--- src/verilog/tofHistPkg.sv ---
`default_nettype none

package tofHistPkg;

    localparam int TS_W = 10;
    localparam int BIN_W = 4;
    localparam int COUNT_W = 8;   // Saturating bin counters
    localparam int PIX_W = 2;     // Up to 4 pixels

    localparam int OFF_W = TS_W - BIN_W;
    localparam int NUM_BINS = 1 << BIN_W;   // Coarse bins, also fine window width
    localparam int HALF_WIN = NUM_BINS / 2;

    // Middle of a coarse bin
    localparam logic [OFF_W-1:0] MID_OFFSET = OFF_W'(1) << (OFF_W - 1);

    typedef struct packed {
        logic [BIN_W-1:0] coarseBin;
        logic [OFF_W-1:0] offset;
    } coarseView_t;

    // One TDC word, read raw by the fine path and split by the coarse path
    typedef union packed {
        logic [TS_W-1:0] raw;
        coarseView_t coarse;
    } tdcWord_u;

    typedef struct packed {
        tdcWord_u word;
        logic [PIX_W-1:0] pixel;
        logic frameLast;          // Final sample of the frame
    } taggedSample_t;

    typedef struct packed {
        logic [BIN_W-1:0] bin;
        logic [COUNT_W-1:0] count;
    } peak_t;

    typedef struct packed {
        logic [TS_W-1:0] base;
        logic valid;
    } window_t;

    typedef struct packed {
        logic [PIX_W-1:0] pixel;
        logic [TS_W-1:0] tofTime;
        logic fine;               // Set when the fine peak gave the time
    } result_t;

endpackage

`default_nettype wire

--- src/verilog/sampleIngress.sv ---
`timescale 1ns/1ps
`default_nettype none

module sampleIngress #(
    parameter int PIXELS = 4,
    parameter int SAMPLES_PER_PIXEL = 8,
    parameter int ACQ_PER_FRAME = 2,
    parameter int IN_CREDITS = 4
) (
    input wire logic clk,
    input wire logic combin_res,
    input wire logic sampleValid,
    input wire tofHistPkg::tdcWord_u sampleData,
    output logic sampleCredit,
    input wire logic frameDone,
    output logic issueValid,
    output tofHistPkg::taggedSample_t issueSample
);

    localparam int PTR_W = (IN_CREDITS > 1) ? $clog2(IN_CREDITS) : 1;
    localparam int CNT_W = $clog2(IN_CREDITS + 1);
    localparam int SMP_W = (SAMPLES_PER_PIXEL > 1) ? $clog2(SAMPLES_PER_PIXEL) : 1;
    localparam int ACQ_W = (ACQ_PER_FRAME > 1) ? $clog2(ACQ_PER_FRAME) : 1;

    tofHistPkg::tdcWord_u fifoMem [IN_CREDITS];
    logic [PTR_W-1:0] wrPtr;
    logic [PTR_W-1:0] rdPtr;
    logic [CNT_W-1:0] fifoCount;
    logic [CNT_W-1:0] initCount;   // Startup credits handed out so far
    logic initDone;
    logic issueFire;
    logic halted;
    logic [SMP_W-1:0] sampleCnt;
    logic [tofHistPkg::PIX_W-1:0] pixelCnt;
    logic [ACQ_W-1:0] acqCnt;
    logic lastSample;
    logic lastPixel;
    logic lastAcq;
    logic frameEnd;

    function automatic logic [PTR_W-1:0] nextPtr(input logic [PTR_W-1:0] ptr);
        return (ptr == PTR_W'(IN_CREDITS - 1)) ? '0 : ptr + 1'b1;
    endfunction

    // No issue during the startup credits, so credit pulses never collide
    assign initDone = (initCount == CNT_W'(IN_CREDITS));
    assign issueFire = initDone && (fifoCount != '0) && !halted;

    assign lastSample = (sampleCnt == SMP_W'(SAMPLES_PER_PIXEL - 1));
    assign lastPixel = (pixelCnt == tofHistPkg::PIX_W'(PIXELS - 1));
    assign lastAcq = (acqCnt == ACQ_W'(ACQ_PER_FRAME - 1));
    assign frameEnd = lastSample && lastPixel && lastAcq;

    always_ff @(posedge clk) begin
        if (sampleValid)
            fifoMem[wrPtr] <= sampleData;
        if (issueFire) begin
            issueSample.word <= fifoMem[rdPtr];
            issueSample.pixel <= pixelCnt;
            issueSample.frameLast <= frameEnd;
        end
    end

    always_ff @(posedge clk or negedge combin_res) begin
        if (!combin_res) begin
            wrPtr <= '0;
            rdPtr <= '0;
            fifoCount <= '0;
            initCount <= '0;
            sampleCredit <= 1'b0;
            issueValid <= 1'b0;
            halted <= 1'b0;
            sampleCnt <= '0;
            pixelCnt <= '0;
            acqCnt <= '0;
        end else begin
            if (!initDone)
                initCount <= initCount + 1'b1;
            sampleCredit <= !initDone || issueFire;   // Freed slot returns a credit
            issueValid <= issueFire;

            if (sampleValid)
                wrPtr <= nextPtr(wrPtr);
            if (issueFire)
                rdPtr <= nextPtr(rdPtr);
            fifoCount <= fifoCount + CNT_W'(sampleValid) - CNT_W'(issueFire);

            if (issueFire) begin
                sampleCnt <= lastSample ? '0 : sampleCnt + 1'b1;
                if (lastSample) begin
                    pixelCnt <= lastPixel ? '0 : pixelCnt + 1'b1;
                    if (lastPixel)
                        acqCnt <= lastAcq ? '0 : acqCnt + 1'b1;
                end
            end

            // Hold off the next frame until the combiner is finished
            if (issueFire && frameEnd)
                halted <= 1'b1;
            else if (frameDone)
                halted <= 1'b0;
        end
    end

endmodule

`default_nettype wire

--- src/verilog/coarseHistogram.sv ---
`timescale 1ns/1ps
`default_nettype none

module coarseHistogram #(
    parameter int PIXELS = 4
) (
    input wire logic clk,
    input wire logic combin_res,
    input wire logic issueValid,
    input wire tofHistPkg::taggedSample_t issueSample,
    output tofHistPkg::peak_t [PIXELS-1:0] peaks,
    output logic peaksReady
);

    localparam int RAM_DEPTH = PIXELS * tofHistPkg::NUM_BINS;
    localparam int ADDR_W = tofHistPkg::PIX_W + tofHistPkg::BIN_W;

    logic [tofHistPkg::COUNT_W-1:0] binRam [RAM_DEPTH];
    logic [RAM_DEPTH-1:0] binValid;   // Cleared bins read as zero
    logic [ADDR_W-1:0] wrAddr;
    logic [tofHistPkg::COUNT_W-1:0] oldCount;
    logic [tofHistPkg::COUNT_W-1:0] newCount;

    logic updValid;
    logic updLast;
    logic [tofHistPkg::PIX_W-1:0] updPixel;
    logic [tofHistPkg::BIN_W-1:0] updBin;
    logic [tofHistPkg::COUNT_W-1:0] updCount;

    // Pixel selects the histogram, top timestamp bits select the bin
    assign wrAddr = {issueSample.pixel, issueSample.word.coarse.coarseBin};
    assign oldCount = binValid[wrAddr] ? binRam[wrAddr] : '0;
    assign newCount = (oldCount == '1) ? oldCount : oldCount + 1'b1;

    always_ff @(posedge clk) begin
        if (issueValid)
            binRam[wrAddr] <= newCount;
        updPixel <= issueSample.pixel;
        updBin <= issueSample.word.coarse.coarseBin;
        updCount <= newCount;
    end

    always_ff @(posedge clk or negedge combin_res) begin
        if (!combin_res) begin
            binValid <= '0;
            updValid <= 1'b0;
            updLast <= 1'b0;
            peaksReady <= 1'b0;
            peaks <= '0;
        end else begin
            updValid <= issueValid;
            updLast <= issueValid && issueSample.frameLast;
            peaksReady <= updLast;

            if (peaksReady)
                binValid <= '0;
            else if (issueValid)
                binValid[wrAddr] <= 1'b1;

            for (int p = 0; p < PIXELS; p++) begin
                if (peaksReady)
                    peaks[p] <= '0;
                else if (updValid && updPixel == tofHistPkg::PIX_W'(p)
                         && updCount > peaks[p].count) begin
                    peaks[p].bin <= updBin;   // Strictly greater, earliest bin wins
                    peaks[p].count <= updCount;
                end
            end
        end
    end

endmodule

`default_nettype wire

--- src/verilog/fineHistogram.sv ---
`timescale 1ns/1ps
`default_nettype none

module fineHistogram #(
    parameter int PIXELS = 4
) (
    input wire logic clk,
    input wire logic combin_res,
    input wire logic issueValid,
    input wire tofHistPkg::taggedSample_t issueSample,
    input wire tofHistPkg::window_t [PIXELS-1:0] windows,
    output tofHistPkg::peak_t [PIXELS-1:0] peaks,
    output logic peaksReady
);

    localparam int RAM_DEPTH = PIXELS * tofHistPkg::NUM_BINS;
    localparam int ADDR_W = tofHistPkg::PIX_W + tofHistPkg::BIN_W;

    logic [tofHistPkg::COUNT_W-1:0] binRam [RAM_DEPTH];
    logic [RAM_DEPTH-1:0] binValid;
    tofHistPkg::window_t curWin;
    logic [tofHistPkg::TS_W-1:0] tsOffset;
    logic inWindow;
    logic countEn;
    logic [ADDR_W-1:0] wrAddr;
    logic [tofHistPkg::COUNT_W-1:0] oldCount;
    logic [tofHistPkg::COUNT_W-1:0] newCount;

    logic updValid;
    logic updLast;
    logic [tofHistPkg::PIX_W-1:0] updPixel;
    logic [tofHistPkg::BIN_W-1:0] updBin;
    logic [tofHistPkg::COUNT_W-1:0] updCount;

    assign curWin = windows[issueSample.pixel];
    assign tsOffset = issueSample.word.raw - curWin.base;

    // Window never crosses the range ends, so two compares are enough
    assign inWindow = curWin.valid
                   && (issueSample.word.raw >= curWin.base)
                   && (tsOffset < tofHistPkg::TS_W'(tofHistPkg::NUM_BINS));
    assign countEn = issueValid && inWindow;

    assign wrAddr = {issueSample.pixel, tsOffset[tofHistPkg::BIN_W-1:0]};
    assign oldCount = binValid[wrAddr] ? binRam[wrAddr] : '0;
    assign newCount = (oldCount == '1) ? oldCount : oldCount + 1'b1;

    always_ff @(posedge clk) begin
        if (countEn)
            binRam[wrAddr] <= newCount;
        updPixel <= issueSample.pixel;
        updBin <= tsOffset[tofHistPkg::BIN_W-1:0];
        updCount <= newCount;
    end

    always_ff @(posedge clk or negedge combin_res) begin
        if (!combin_res) begin
            binValid <= '0;
            updValid <= 1'b0;
            updLast <= 1'b0;
            peaksReady <= 1'b0;
            peaks <= '0;
        end else begin
            updValid <= countEn;
            // Frame end is tracked even when the last sample misses the window
            updLast <= issueValid && issueSample.frameLast;
            peaksReady <= updLast;

            if (peaksReady)
                binValid <= '0;
            else if (countEn)
                binValid[wrAddr] <= 1'b1;

            for (int p = 0; p < PIXELS; p++) begin
                if (peaksReady)
                    peaks[p] <= '0;
                else if (updValid && updPixel == tofHistPkg::PIX_W'(p)
                         && updCount > peaks[p].count) begin
                    peaks[p].bin <= updBin;
                    peaks[p].count <= updCount;
                end
            end
        end
    end

endmodule

`default_nettype wire

--- src/verilog/peakCombiner.sv ---
`timescale 1ns/1ps
`default_nettype none

module peakCombiner #(
    parameter int PIXELS = 4,
    parameter int OUT_CREDITS = 2
) (
    input wire logic clk,
    input wire logic combin_res,
    input wire tofHistPkg::peak_t [PIXELS-1:0] coarsePeaks,
    input wire tofHistPkg::peak_t [PIXELS-1:0] finePeaks,
    input wire logic peaksReady,
    output tofHistPkg::window_t [PIXELS-1:0] windows,
    output logic resultValid,
    output tofHistPkg::result_t result,
    input wire logic resultCredit,
    output logic frameDone
);

    localparam int CRED_W = $clog2(OUT_CREDITS + 1);

    typedef enum logic [1:0] {
        IDLE,
        SEND,
        WRAP
    } state_t;

    state_t state;
    tofHistPkg::peak_t [PIXELS-1:0] coarseHeld;
    tofHistPkg::peak_t [PIXELS-1:0] fineHeld;
    tofHistPkg::window_t [PIXELS-1:0] nextWindows;
    tofHistPkg::result_t nextResult;
    logic [tofHistPkg::PIX_W-1:0] sendPixel;
    logic [CRED_W-1:0] credits;
    logic sendOk;
    logic lastPixel;

    // Centre of a coarse bin built through the split view of the word
    function automatic logic [tofHistPkg::TS_W-1:0] centreOf(
        input logic [tofHistPkg::BIN_W-1:0] bin
    );
        tofHistPkg::tdcWord_u centre;
        centre.coarse.coarseBin = bin;
        centre.coarse.offset = tofHistPkg::MID_OFFSET;
        return centre.raw;
    endfunction

    assign sendOk = (state == SEND) && (credits != '0);
    assign lastPixel = (sendPixel == tofHistPkg::PIX_W'(PIXELS - 1));

    // Windows still hold this frame's placement while results go out
    always_comb begin
        nextResult.pixel = sendPixel;
        if (windows[sendPixel].valid && fineHeld[sendPixel].count != '0) begin
            nextResult.tofTime = windows[sendPixel].base
                               + tofHistPkg::TS_W'(fineHeld[sendPixel].bin);
            nextResult.fine = 1'b1;
        end else begin
            nextResult.tofTime = centreOf(coarseHeld[sendPixel].bin);
            nextResult.fine = 1'b0;
        end
    end

    always_comb begin
        for (int p = 0; p < PIXELS; p++) begin
            nextWindows[p].base = centreOf(coarseHeld[p].bin)
                                - tofHistPkg::TS_W'(tofHistPkg::HALF_WIN);
            nextWindows[p].valid = (coarseHeld[p].count != '0);
        end
    end

    always_ff @(posedge clk) begin
        if (peaksReady) begin
            coarseHeld <= coarsePeaks;
            fineHeld <= finePeaks;
        end
        if (sendOk)
            result <= nextResult;
    end

    always_ff @(posedge clk or negedge combin_res) begin
        if (!combin_res) begin
            state <= IDLE;
            sendPixel <= '0;
            credits <= CRED_W'(OUT_CREDITS);
            resultValid <= 1'b0;
            frameDone <= 1'b0;
            windows <= '0;
        end else begin
            resultValid <= sendOk;
            frameDone <= 1'b0;
            credits <= credits - CRED_W'(sendOk) + CRED_W'(resultCredit);

            case (state)
                IDLE: begin
                    if (peaksReady) begin
                        state <= SEND;
                        sendPixel <= '0;
                    end
                end
                SEND: begin
                    if (sendOk) begin   // Stalls here while out of credits
                        if (lastPixel)
                            state <= WRAP;
                        else
                            sendPixel <= sendPixel + 1'b1;
                    end
                end
                WRAP: begin
                    windows <= nextWindows;   // Placement for the next frame
                    frameDone <= 1'b1;
                    state <= IDLE;
                end
                default: state <= IDLE;
            endcase
        end
    end

endmodule

`default_nettype wire

--- src/verilog/tofHistogramTop.sv ---
`timescale 1ns/1ps
`default_nettype none

module tofHistogramTop #(
    parameter int PIXELS = 4,
    parameter int SAMPLES_PER_PIXEL = 8,
    parameter int ACQ_PER_FRAME = 2,
    parameter int IN_CREDITS = 4,
    parameter int OUT_CREDITS = 2
) (
    input wire logic clk,
    input wire logic combin_res,
    input wire logic sampleValid,
    input wire tofHistPkg::tdcWord_u sampleData,
    output logic sampleCredit,
    output logic resultValid,
    output tofHistPkg::result_t result,
    input wire logic resultCredit
);

    logic issueValid;
    tofHistPkg::taggedSample_t issueSample;
    tofHistPkg::peak_t [PIXELS-1:0] coarsePeaks;
    tofHistPkg::peak_t [PIXELS-1:0] finePeaks;
    logic fineReady;
    tofHistPkg::window_t [PIXELS-1:0] windows;
    logic frameDone;

    sampleIngress #(
        .PIXELS(PIXELS),
        .SAMPLES_PER_PIXEL(SAMPLES_PER_PIXEL),
        .ACQ_PER_FRAME(ACQ_PER_FRAME),
        .IN_CREDITS(IN_CREDITS)
    ) uIngress (
        .clk(clk),
        .combin_res(combin_res),
        .sampleValid(sampleValid),
        .sampleData(sampleData),
        .sampleCredit(sampleCredit),
        .frameDone(frameDone),
        .issueValid(issueValid),
        .issueSample(issueSample)
    );

    // Both histograms pulse together, the combiner follows the fine one
    coarseHistogram #(.PIXELS(PIXELS)) uCoarse (
        .clk(clk),
        .combin_res(combin_res),
        .issueValid(issueValid),
        .issueSample(issueSample),
        .peaks(coarsePeaks),
        .peaksReady()
    );

    fineHistogram #(.PIXELS(PIXELS)) uFine (
        .clk(clk),
        .combin_res(combin_res),
        .issueValid(issueValid),
        .issueSample(issueSample),
        .windows(windows),
        .peaks(finePeaks),
        .peaksReady(fineReady)
    );

    peakCombiner #(
        .PIXELS(PIXELS),
        .OUT_CREDITS(OUT_CREDITS)
    ) uCombiner (
        .clk(clk),
        .combin_res(combin_res),
        .coarsePeaks(coarsePeaks),
        .finePeaks(finePeaks),
        .peaksReady(fineReady),
        .windows(windows),
        .resultValid(resultValid),
        .result(result),
        .resultCredit(resultCredit),
        .frameDone(frameDone)
    );

endmodule

`default_nettype wire

--- config.mk ---
export PLATFORM = sky130hd
export DESIGN_NAME = tofHistogramTop
export DESIGN_NICKNAME = d
export VERILOG_FILES = /design/src/verilog/tofHistPkg.sv /design/src/verilog/sampleIngress.sv /design/src/verilog/coarseHistogram.sv /design/src/verilog/fineHistogram.sv /design/src/verilog/peakCombiner.sv /design/src/verilog/tofHistogramTop.sv
export SDC_FILE = /design/constraint.sdc
export NUM_CORES = 2
export LEC_CHECK = 0
export BUFFER_PORTS_ARGS = -buffer_cell sky130_fd_sc_hd__buf_2
export CAP_MARGIN = 20
export CORE_ASPECT_RATIO = 1.75
export CORE_MARGIN = 3
export CORE_UTILIZATION = 50
export DETAILED_ROUTE_END_ITERATION = 6
export PLACE_DENSITY = 0.65
export SLEW_MARGIN = 10
export SYNTH_ARGS = -nofsm -noshare
export SYNTH_HDL_FRONTEND = slang
export SYNTH_SLANG_ARGS = --single-unit
--- constraint.sdc ---
create_clock -name clk -period 8 [get_ports clk]
set_input_delay 0.4 -clock clk [delete_from_list [all_inputs] [get_ports clk]]
set_output_delay 0.4 -clock clk [all_outputs]
set_load 0.01 [all_outputs]
==> Word-level counts from Yosys, hierarchy flattened <==
Memories as Yosys holds them, arrays and structs flattened. A register that Yosys moved wholly into a read port is not among the register bits.
Index checks and enable logic that the tools add are counted.
{ "totals": {"elab_cells": 249, "in_bits": 14, "latchBits": 0, "ram_bits": 1064, "out_inout_bits": 15, "ff_bits": 437, "mem_count": 3, "romBits": 0} }
{ "op_classes": {"magnitude_cmp": 16, "div_mod_pow": 0, "n_shift": 0, "bitwise": 2, "n_addsub": 19, "mul": 0, "n_reduce_logical": 57, "n_eq_ne": 17, "mux": 63} }
{ "memory_table": {"columns": ["name", "words", "width", "read_ports", "rd_clocked_by_memory_dff", "wr", "line", "rtl"], "rows": [
  ["uCoarse.binRam", 64, 8, 1, 0, 1, "coarseHistogram.sv:18", "logic [tofHistPkg::COUNT_W-1:0] binRam [RAM_DEPTH];"],
  ["uFine.binRam", 64, 8, 1, 0, 1, "fineHistogram.sv:19", "logic [tofHistPkg::COUNT_W-1:0] binRam [RAM_DEPTH];"],
  ["uIngress.fifoMem", 4, 10, 1, 1, 1, "sampleIngress.sv:25", "tofHistPkg::tdcWord_u fifoMem [IN_CREDITS];"]
]} }
{ "ops": {"columns": ["cell", "count"], "rows": [
  ["64-bit two-way mux", 4],
  ["12-bit two-way mux", 18],
  ["64-bit OR", 2],
  ["8-bit > comparator", 8],
  ["12-bit binary-select mux with 2-bit select", 2],
  ["11-bit binary-select mux with 2-bit select", 2],
  ["8-bit nonzero test", 5],
  ["10-bit by 4-bit subtractor with 10-bit output, second input constant", 4],
  ["11-bit two-way mux", 3],
  ["8-bit two-way mux", 4],
  ["1-bit logical AND", 29],
  ["2-bit nonzero test", 13],
  ["2-bit two-way mux", 9],
  ["8-bit by 1-bit adder with 8-bit output, second input constant", 2],
  ["8-bit equality test, second input constant", 2],
  ["2-bit equality test, second input constant", 7],
  ["6-bit by 7-bit < comparator with 1-bit output, second input constant", 2],
  ["1-bit two-way mux", 14],
  ["1-bit binary-select mux with 6-bit select", 2],
  ["1-bit demux with 6-bit select", 2],
  ["6-bit by 1-bit greater-or-equal comparator with 1-bit output, second input constant", 2],
  ["10-bit by 4-bit adder with 10-bit output", 1],
  ["10-bit greater-or-equal comparator", 1],
  ["10-bit by 5-bit < comparator with 1-bit output, second input constant", 1],
  ["22 further kinds", 35]
]} }

==> Longest topological paths before layout <==
{ "depth": {"depth_word": 10, "ltp_mapped": 15, "mapped_depth_nobuf": 12} }

==> Modules after synthesis <==
From an unflattened synthesis, not the netlist that was laid out.
{ "hier_totals": {"hier_cells": 3993, "hier_area_um2": 62274.7} }
{ "by_module_without_submodules": {"columns": ["mod", "cells_per_inst", "instances", "area_per_inst_um2", "seq_area_each_um2"], "rows": [
  ["fineHistogram", 1858, 1, 27810.4, 18532.8],
  ["coarseHistogram", 1708, 1, 26377.8, 18532.8],
  ["peakCombiner", 282, 1, 5288.8, 4000.1],
  ["sampleIngress", 145, 1, 2797.7, 2067.0]
]} }

==> Least setup slack after synthesis <==
OpenSTA, ideal clock, no wires.
{ "synth_timing": {"path_type": "reg2reg", "from": "register uCombiner.windows[38] (netlist name)", "to": "memory uFine.binRam[0][6] in the netlist's numbering, data pin", "arrival_ns": 5.645, "setup_time_ns": 0.775, "period_less_slack_ns": 6.420, "path_stages_with_launch": 12, "path_buffers": 2, "required_ns": 7.225, "path_slack_ns": 1.580, "cell_sequence": "dfrtp_1 ha_1 buf_2 buf_2 nor2_1 a22oi_1 o211ai_1 nor4b_4 nor2_1 ha_1 nor4b_4 a311oi_1"} }
{ "synth_lines": {"columns": ["element", "line"], "rows": [
  ["end, declared", "fineHistogram.sv:19"]
]} }

==> Final worst setup path <==
{ "layout_timing": {"from": "register uIngress.issueSample[3] (netlist name)", "to": "memory uFine.binRam[53][3] in the netlist's numbering, data pin"} }
{ "layout_between": {"elab_chain_cells": 6, "elab_cells_between_ends": 8, "classes_between": "2 x add/sub; 1 x eq/ne; 4 x mux; 1 x memory"} }
{ "layout_lines": {"columns": ["element", "line", "rtl"], "rows": [
  ["10-bit subtractor (*)", "fineHistogram.sv:36", "assign tsOffset = issueSample.word.raw - curWin.base;"],
  ["1-bit binary-select mux with 6-bit select", "fineHistogram.sv:45", "assign oldCount = binValid[wrAddr] ? binRam[wrAddr] : '0;"],
  ["1-bit two-way mux (not written as such)", "fineHistogram.sv:45", null],
  ["8-bit two-way mux (*)", "fineHistogram.sv:45", null],
  ["8-bit by 1-bit adder with 8-bit output or 8-bit equality test (tied branches)", "fineHistogram.sv:46", "assign newCount = (oldCount == '1) ? oldCount : oldCount + 1'b1;"],
  ["8-bit two-way mux (*)", "fineHistogram.sv:46", null],
  ["named net uFine.newCount (one bit)", "fineHistogram.sv:27", "logic [tofHistPkg::COUNT_W-1:0] newCount;"]
]} }
Mark *: on every way through the listed nets, which the timed path passes. The rest lies on a longest branch. The select of a mux whose other input is x is not followed.

==> results_dict.tcl <==
set metrics [dict create \
    synth.ff_latch_count 1488 \
    ioPinCount 29 \
    rsz0062_at_grt "no" \
    outcome "finished, violations left" \
    antenna_found_initial 6 \
    final-setup-viol-count 0 \
    report.final.slew_viol_count 0 \
    ys_top_cells_by_count "1186 x edfxtp_1, 354 x nor2_1, 275 x dfrtp_1" \
    power.density_nw_per_um2 425 \
    post-place-ws_ns 1.98 \
    grt_start_max_net_pins 141 \
    dp_hpwl_um 125000 \
    drc 4 \
    via_per_inst 6.34 \
    rows 169 \
    required_ns 8.55 \
    gr-total-overflow 0 \
    rrSetupSlack_ns 1.85 \
    synth_area_leader_cell "edfxtp_1" \
    crit_chain "buf_12 -> nor2b_2 -> buf_4 -> a211oi_1 -> o311ai_1 -> nor4_2 -> nor4b_4 -> nand3_2 -> a21oi_4 -> buf_4" \
    cts_buffer_depth 3 \
    violations "DRC" \
    start_util 0.504 \
    skew_ns 0.0378 \
    ctsRootBufferMaster "clkbuf_16" \
    cts_sinks 1488 \
    timing.fmax_ghz 0.163 \
    clkTransAtPathRegs_ns 0.06 \
    start_kind "flop" \
    synth_top_cell_area_share 0.583 \
    clk_latency_ns 0.79 \
    htreeDepth 4 \
    dieArea_sq_um 127000 \
    die_h_um 468 \
    drtIter0Drc 3925 \
    min_period_ns 6.15 \
    cts_resized 0 \
    via_count 36300 \
    gp_congestion 0.993 \
    fin_area_sq_um 68300 \
    async_flop_share 0.185 \
    critPathMostFrequentCell "buf_4" \
    synth.distinct_cells 109 \
    drv_cap 0 \
    critPathKind "reg2reg" \
    hold_path.class "in2async" \
    die_x_um 270 \
    first_pass_iters 7 \
    ir_drop_uv 480 \
    cp.arrival_ns 6.70 \
    dp_cells 5453 \
    grtUsageTotal 0.291 \
    setup_tns_ns 0 \
    yosysMostFrequentCell "edfxtp_1" \
    hold_violations 0 \
    crit_fanout 113 \
    ant_nets 0 \
    fin_crit_sh 0.769 \
    place_area_sq_um 63500 \
    crit_slowest_cell "o311ai_1" \
    maxSlewHeadroom 0.173 \
    ys_seq_area_frac 0.705 \
    path_buf_inv 3 \
    synthToLayoutAreaGrowth_pct 11.8 \
    synth_fp_nets 3991 \
    final_cells 5726 \
    synth_area_leaders "edfxtp_1 58%, dfrtp_1 11%, mux2i_1 4.0%" \
    wl_per_cell_um 32.0 \
    yosysWarnings 0 \
    synth_edf_count 1186 \
    final_core_util 0.563 \
    numPortBuffers 28 \
    worst_slew_pin_slew_ns 1.22 \
    syn_inst 3885 \
    p_leak_nw 24.8 \
    synthFlopType "edfxtp_1" \
    core_sq_um 121000 \
    cts_tree "yes" \
    crit_family "compound AO/OA/AOI/OAI gates" \
    layout.nets 4091 \
    synth_area_per_cell_sq_um 15.7 \
    end_kind "flop" \
    cts_buffers 136 \
    wirelength_um 183000 \
    slowest_delay_ns 1.04 \
    layout_setup_ws_ns 1.85 \
    grt_pass1_vias 36900 \
    grt_pass1_wl_um 262000 \
    drive_above_1_share 0.175 \
    syn_area_sq_um 61100 \
]
==> cell type report <==
type                    count  area (sq um)
flip-flops and latches   1488         43000
multi-input cells        2056         16700
diodes                      1          2.50
well taps                1624          2030
fillers                  9494         52900
clock inverters            70           752
clock buffers             184          3800
repair buffers            198          1580
inverters                 105           394
==> power by group <==
group / internal [mW] / total, mW / switching [mW]
Combinational: 3.08 / 10.8 / 7.75
Clock: 3.79 / 6.69 / 2.90
Sequential: 10.9 / 11.5 / 0.567
==> worst register-to-register path: cells and delay by family, from the launching register on <==
family                 cells  cell delay (ns)
AO/OA/AOI/OAI              3             2.02
AND/OR/NAND/NOR            4             2.07
buffers and inverters      3             1.43
flip-flops                 1             0.39
==> worst paths after layout <==
| check | start | endpoint | cells after the start |
|---|---|---|---|
| min reg2reg | uFine.updLast$_DFF_PN0_ | uFine.peaksReady$_DFF_PN0_ | 0 |
| max reg2reg | uIngress.issueSample[3]$_DFFE_PP_ | uFine.binRam[53][3]$_DFFE_PP_ | 10 |
| max in group asynchronous | combin_res | uFine.peaks[34]$_DFFE_PN0P_ | 3 |
| min | combin_res | uIngress.wrPtr[0]$_DFFE_PN0P_ | 2 |
| min in group clk | uFine.updLast$_DFF_PN0_ | uFine.peaksReady$_DFF_PN0_ | 0 |
| max | uIngress.issueSample[3]$_DFFE_PP_ | uFine.binRam[53][3]$_DFFE_PP_ | 10 |
==> logic make-up after synthesis <==
| family | Yosys count | synth area share |
|---|---|---|
| AOI/OAI and AO/OA | 731 | 0.0906 |
| xor gates and xnor gates | 11 | 0.00158 |
| adders and majority gates | 92 | 0.0191 |
| buffers and inverters | 341 | 0.0304 |
| DFF | 1488 | 0.705 |
| muxes | 392 | 0.0827 |
| and+or+nand+nor | 830 | 0.0707 |
==> cells in the final DEF, fill, tap and decap left out, drive strengths merged, types with 62 or more instances in the layout <==
cell type | synthesis | routed
a21oi | 94 | 94
a221oi | 110 | 110
a22oi | 140 | 140
buf | 165 | 184
clkbuf | 71 | 185
dfrtp | 275 | 275
edfxtp | 1186 | 1186
ha | 90 | 90
inv | 104 | 112
mux2 | 62 | 62
mux2i | 247 | 247
mux4 | 83 | 83
nand2 | 96 | 96
nor2 | 359 | 359
o21ai | 65 | 65
o21ba | 64 | 64
==> metal layers <==
metal,GRT usage,vias up,share of wire
li1,-,15400,-
met1,0.294,18500,0.31
met2,0.519,1780,0.52
met3,0.0464,640,0.060
met4,0.255,4,0.11
met5,0,-,0.00015
==> state kept, by name, summed over array words and instances, names as in the netlist, 3 cells and up <==
| signal | cells |
|---|---|
| uCoarse.binRam | 512 |
| uFine.binRam | 512 |
| uCoarse.binValid | 64 |
| uFine.binValid | 64 |
| uCoarse.peaks | 48 |
| uCombiner.coarseHeld | 48 |
| uCombiner.fineHeld | 48 |
| uFine.peaks | 48 |
| uIngress.fifoMem | 40 |
| uCombiner.windows | 21 |
| uCombiner.result | 13 |
| uIngress.issueSample | 13 |
| uCoarse.updCount | 8 |
| uFine.updCount | 8 |
| uCoarse.updBin | 4 |
| uFine.updBin | 4 |
| uIngress.fifoCount | 3 |
| uIngress.initCount | 3 |
| uIngress.sampleCnt | 3 |
==> timing repair <==
item | 4_1_cts | 5_1_grt
hold buffers | 13 | 0
endpoints found under the hold margin | 123 | 0
buffers inserted | 0 | 0
==> metrics by stage <==
stage	hold slack [ns]	power, mW
2_1_floorplan	0.104	17.9
3_3_place_gp	0.339	22.1
3_5_place_dp	0.339	22.3
4_1_cts	0.229	28.9
5_1_grt	0.250	29.9
6_report	0.218	29.0
Note: power is estimated with default switching activity, not from simulation.
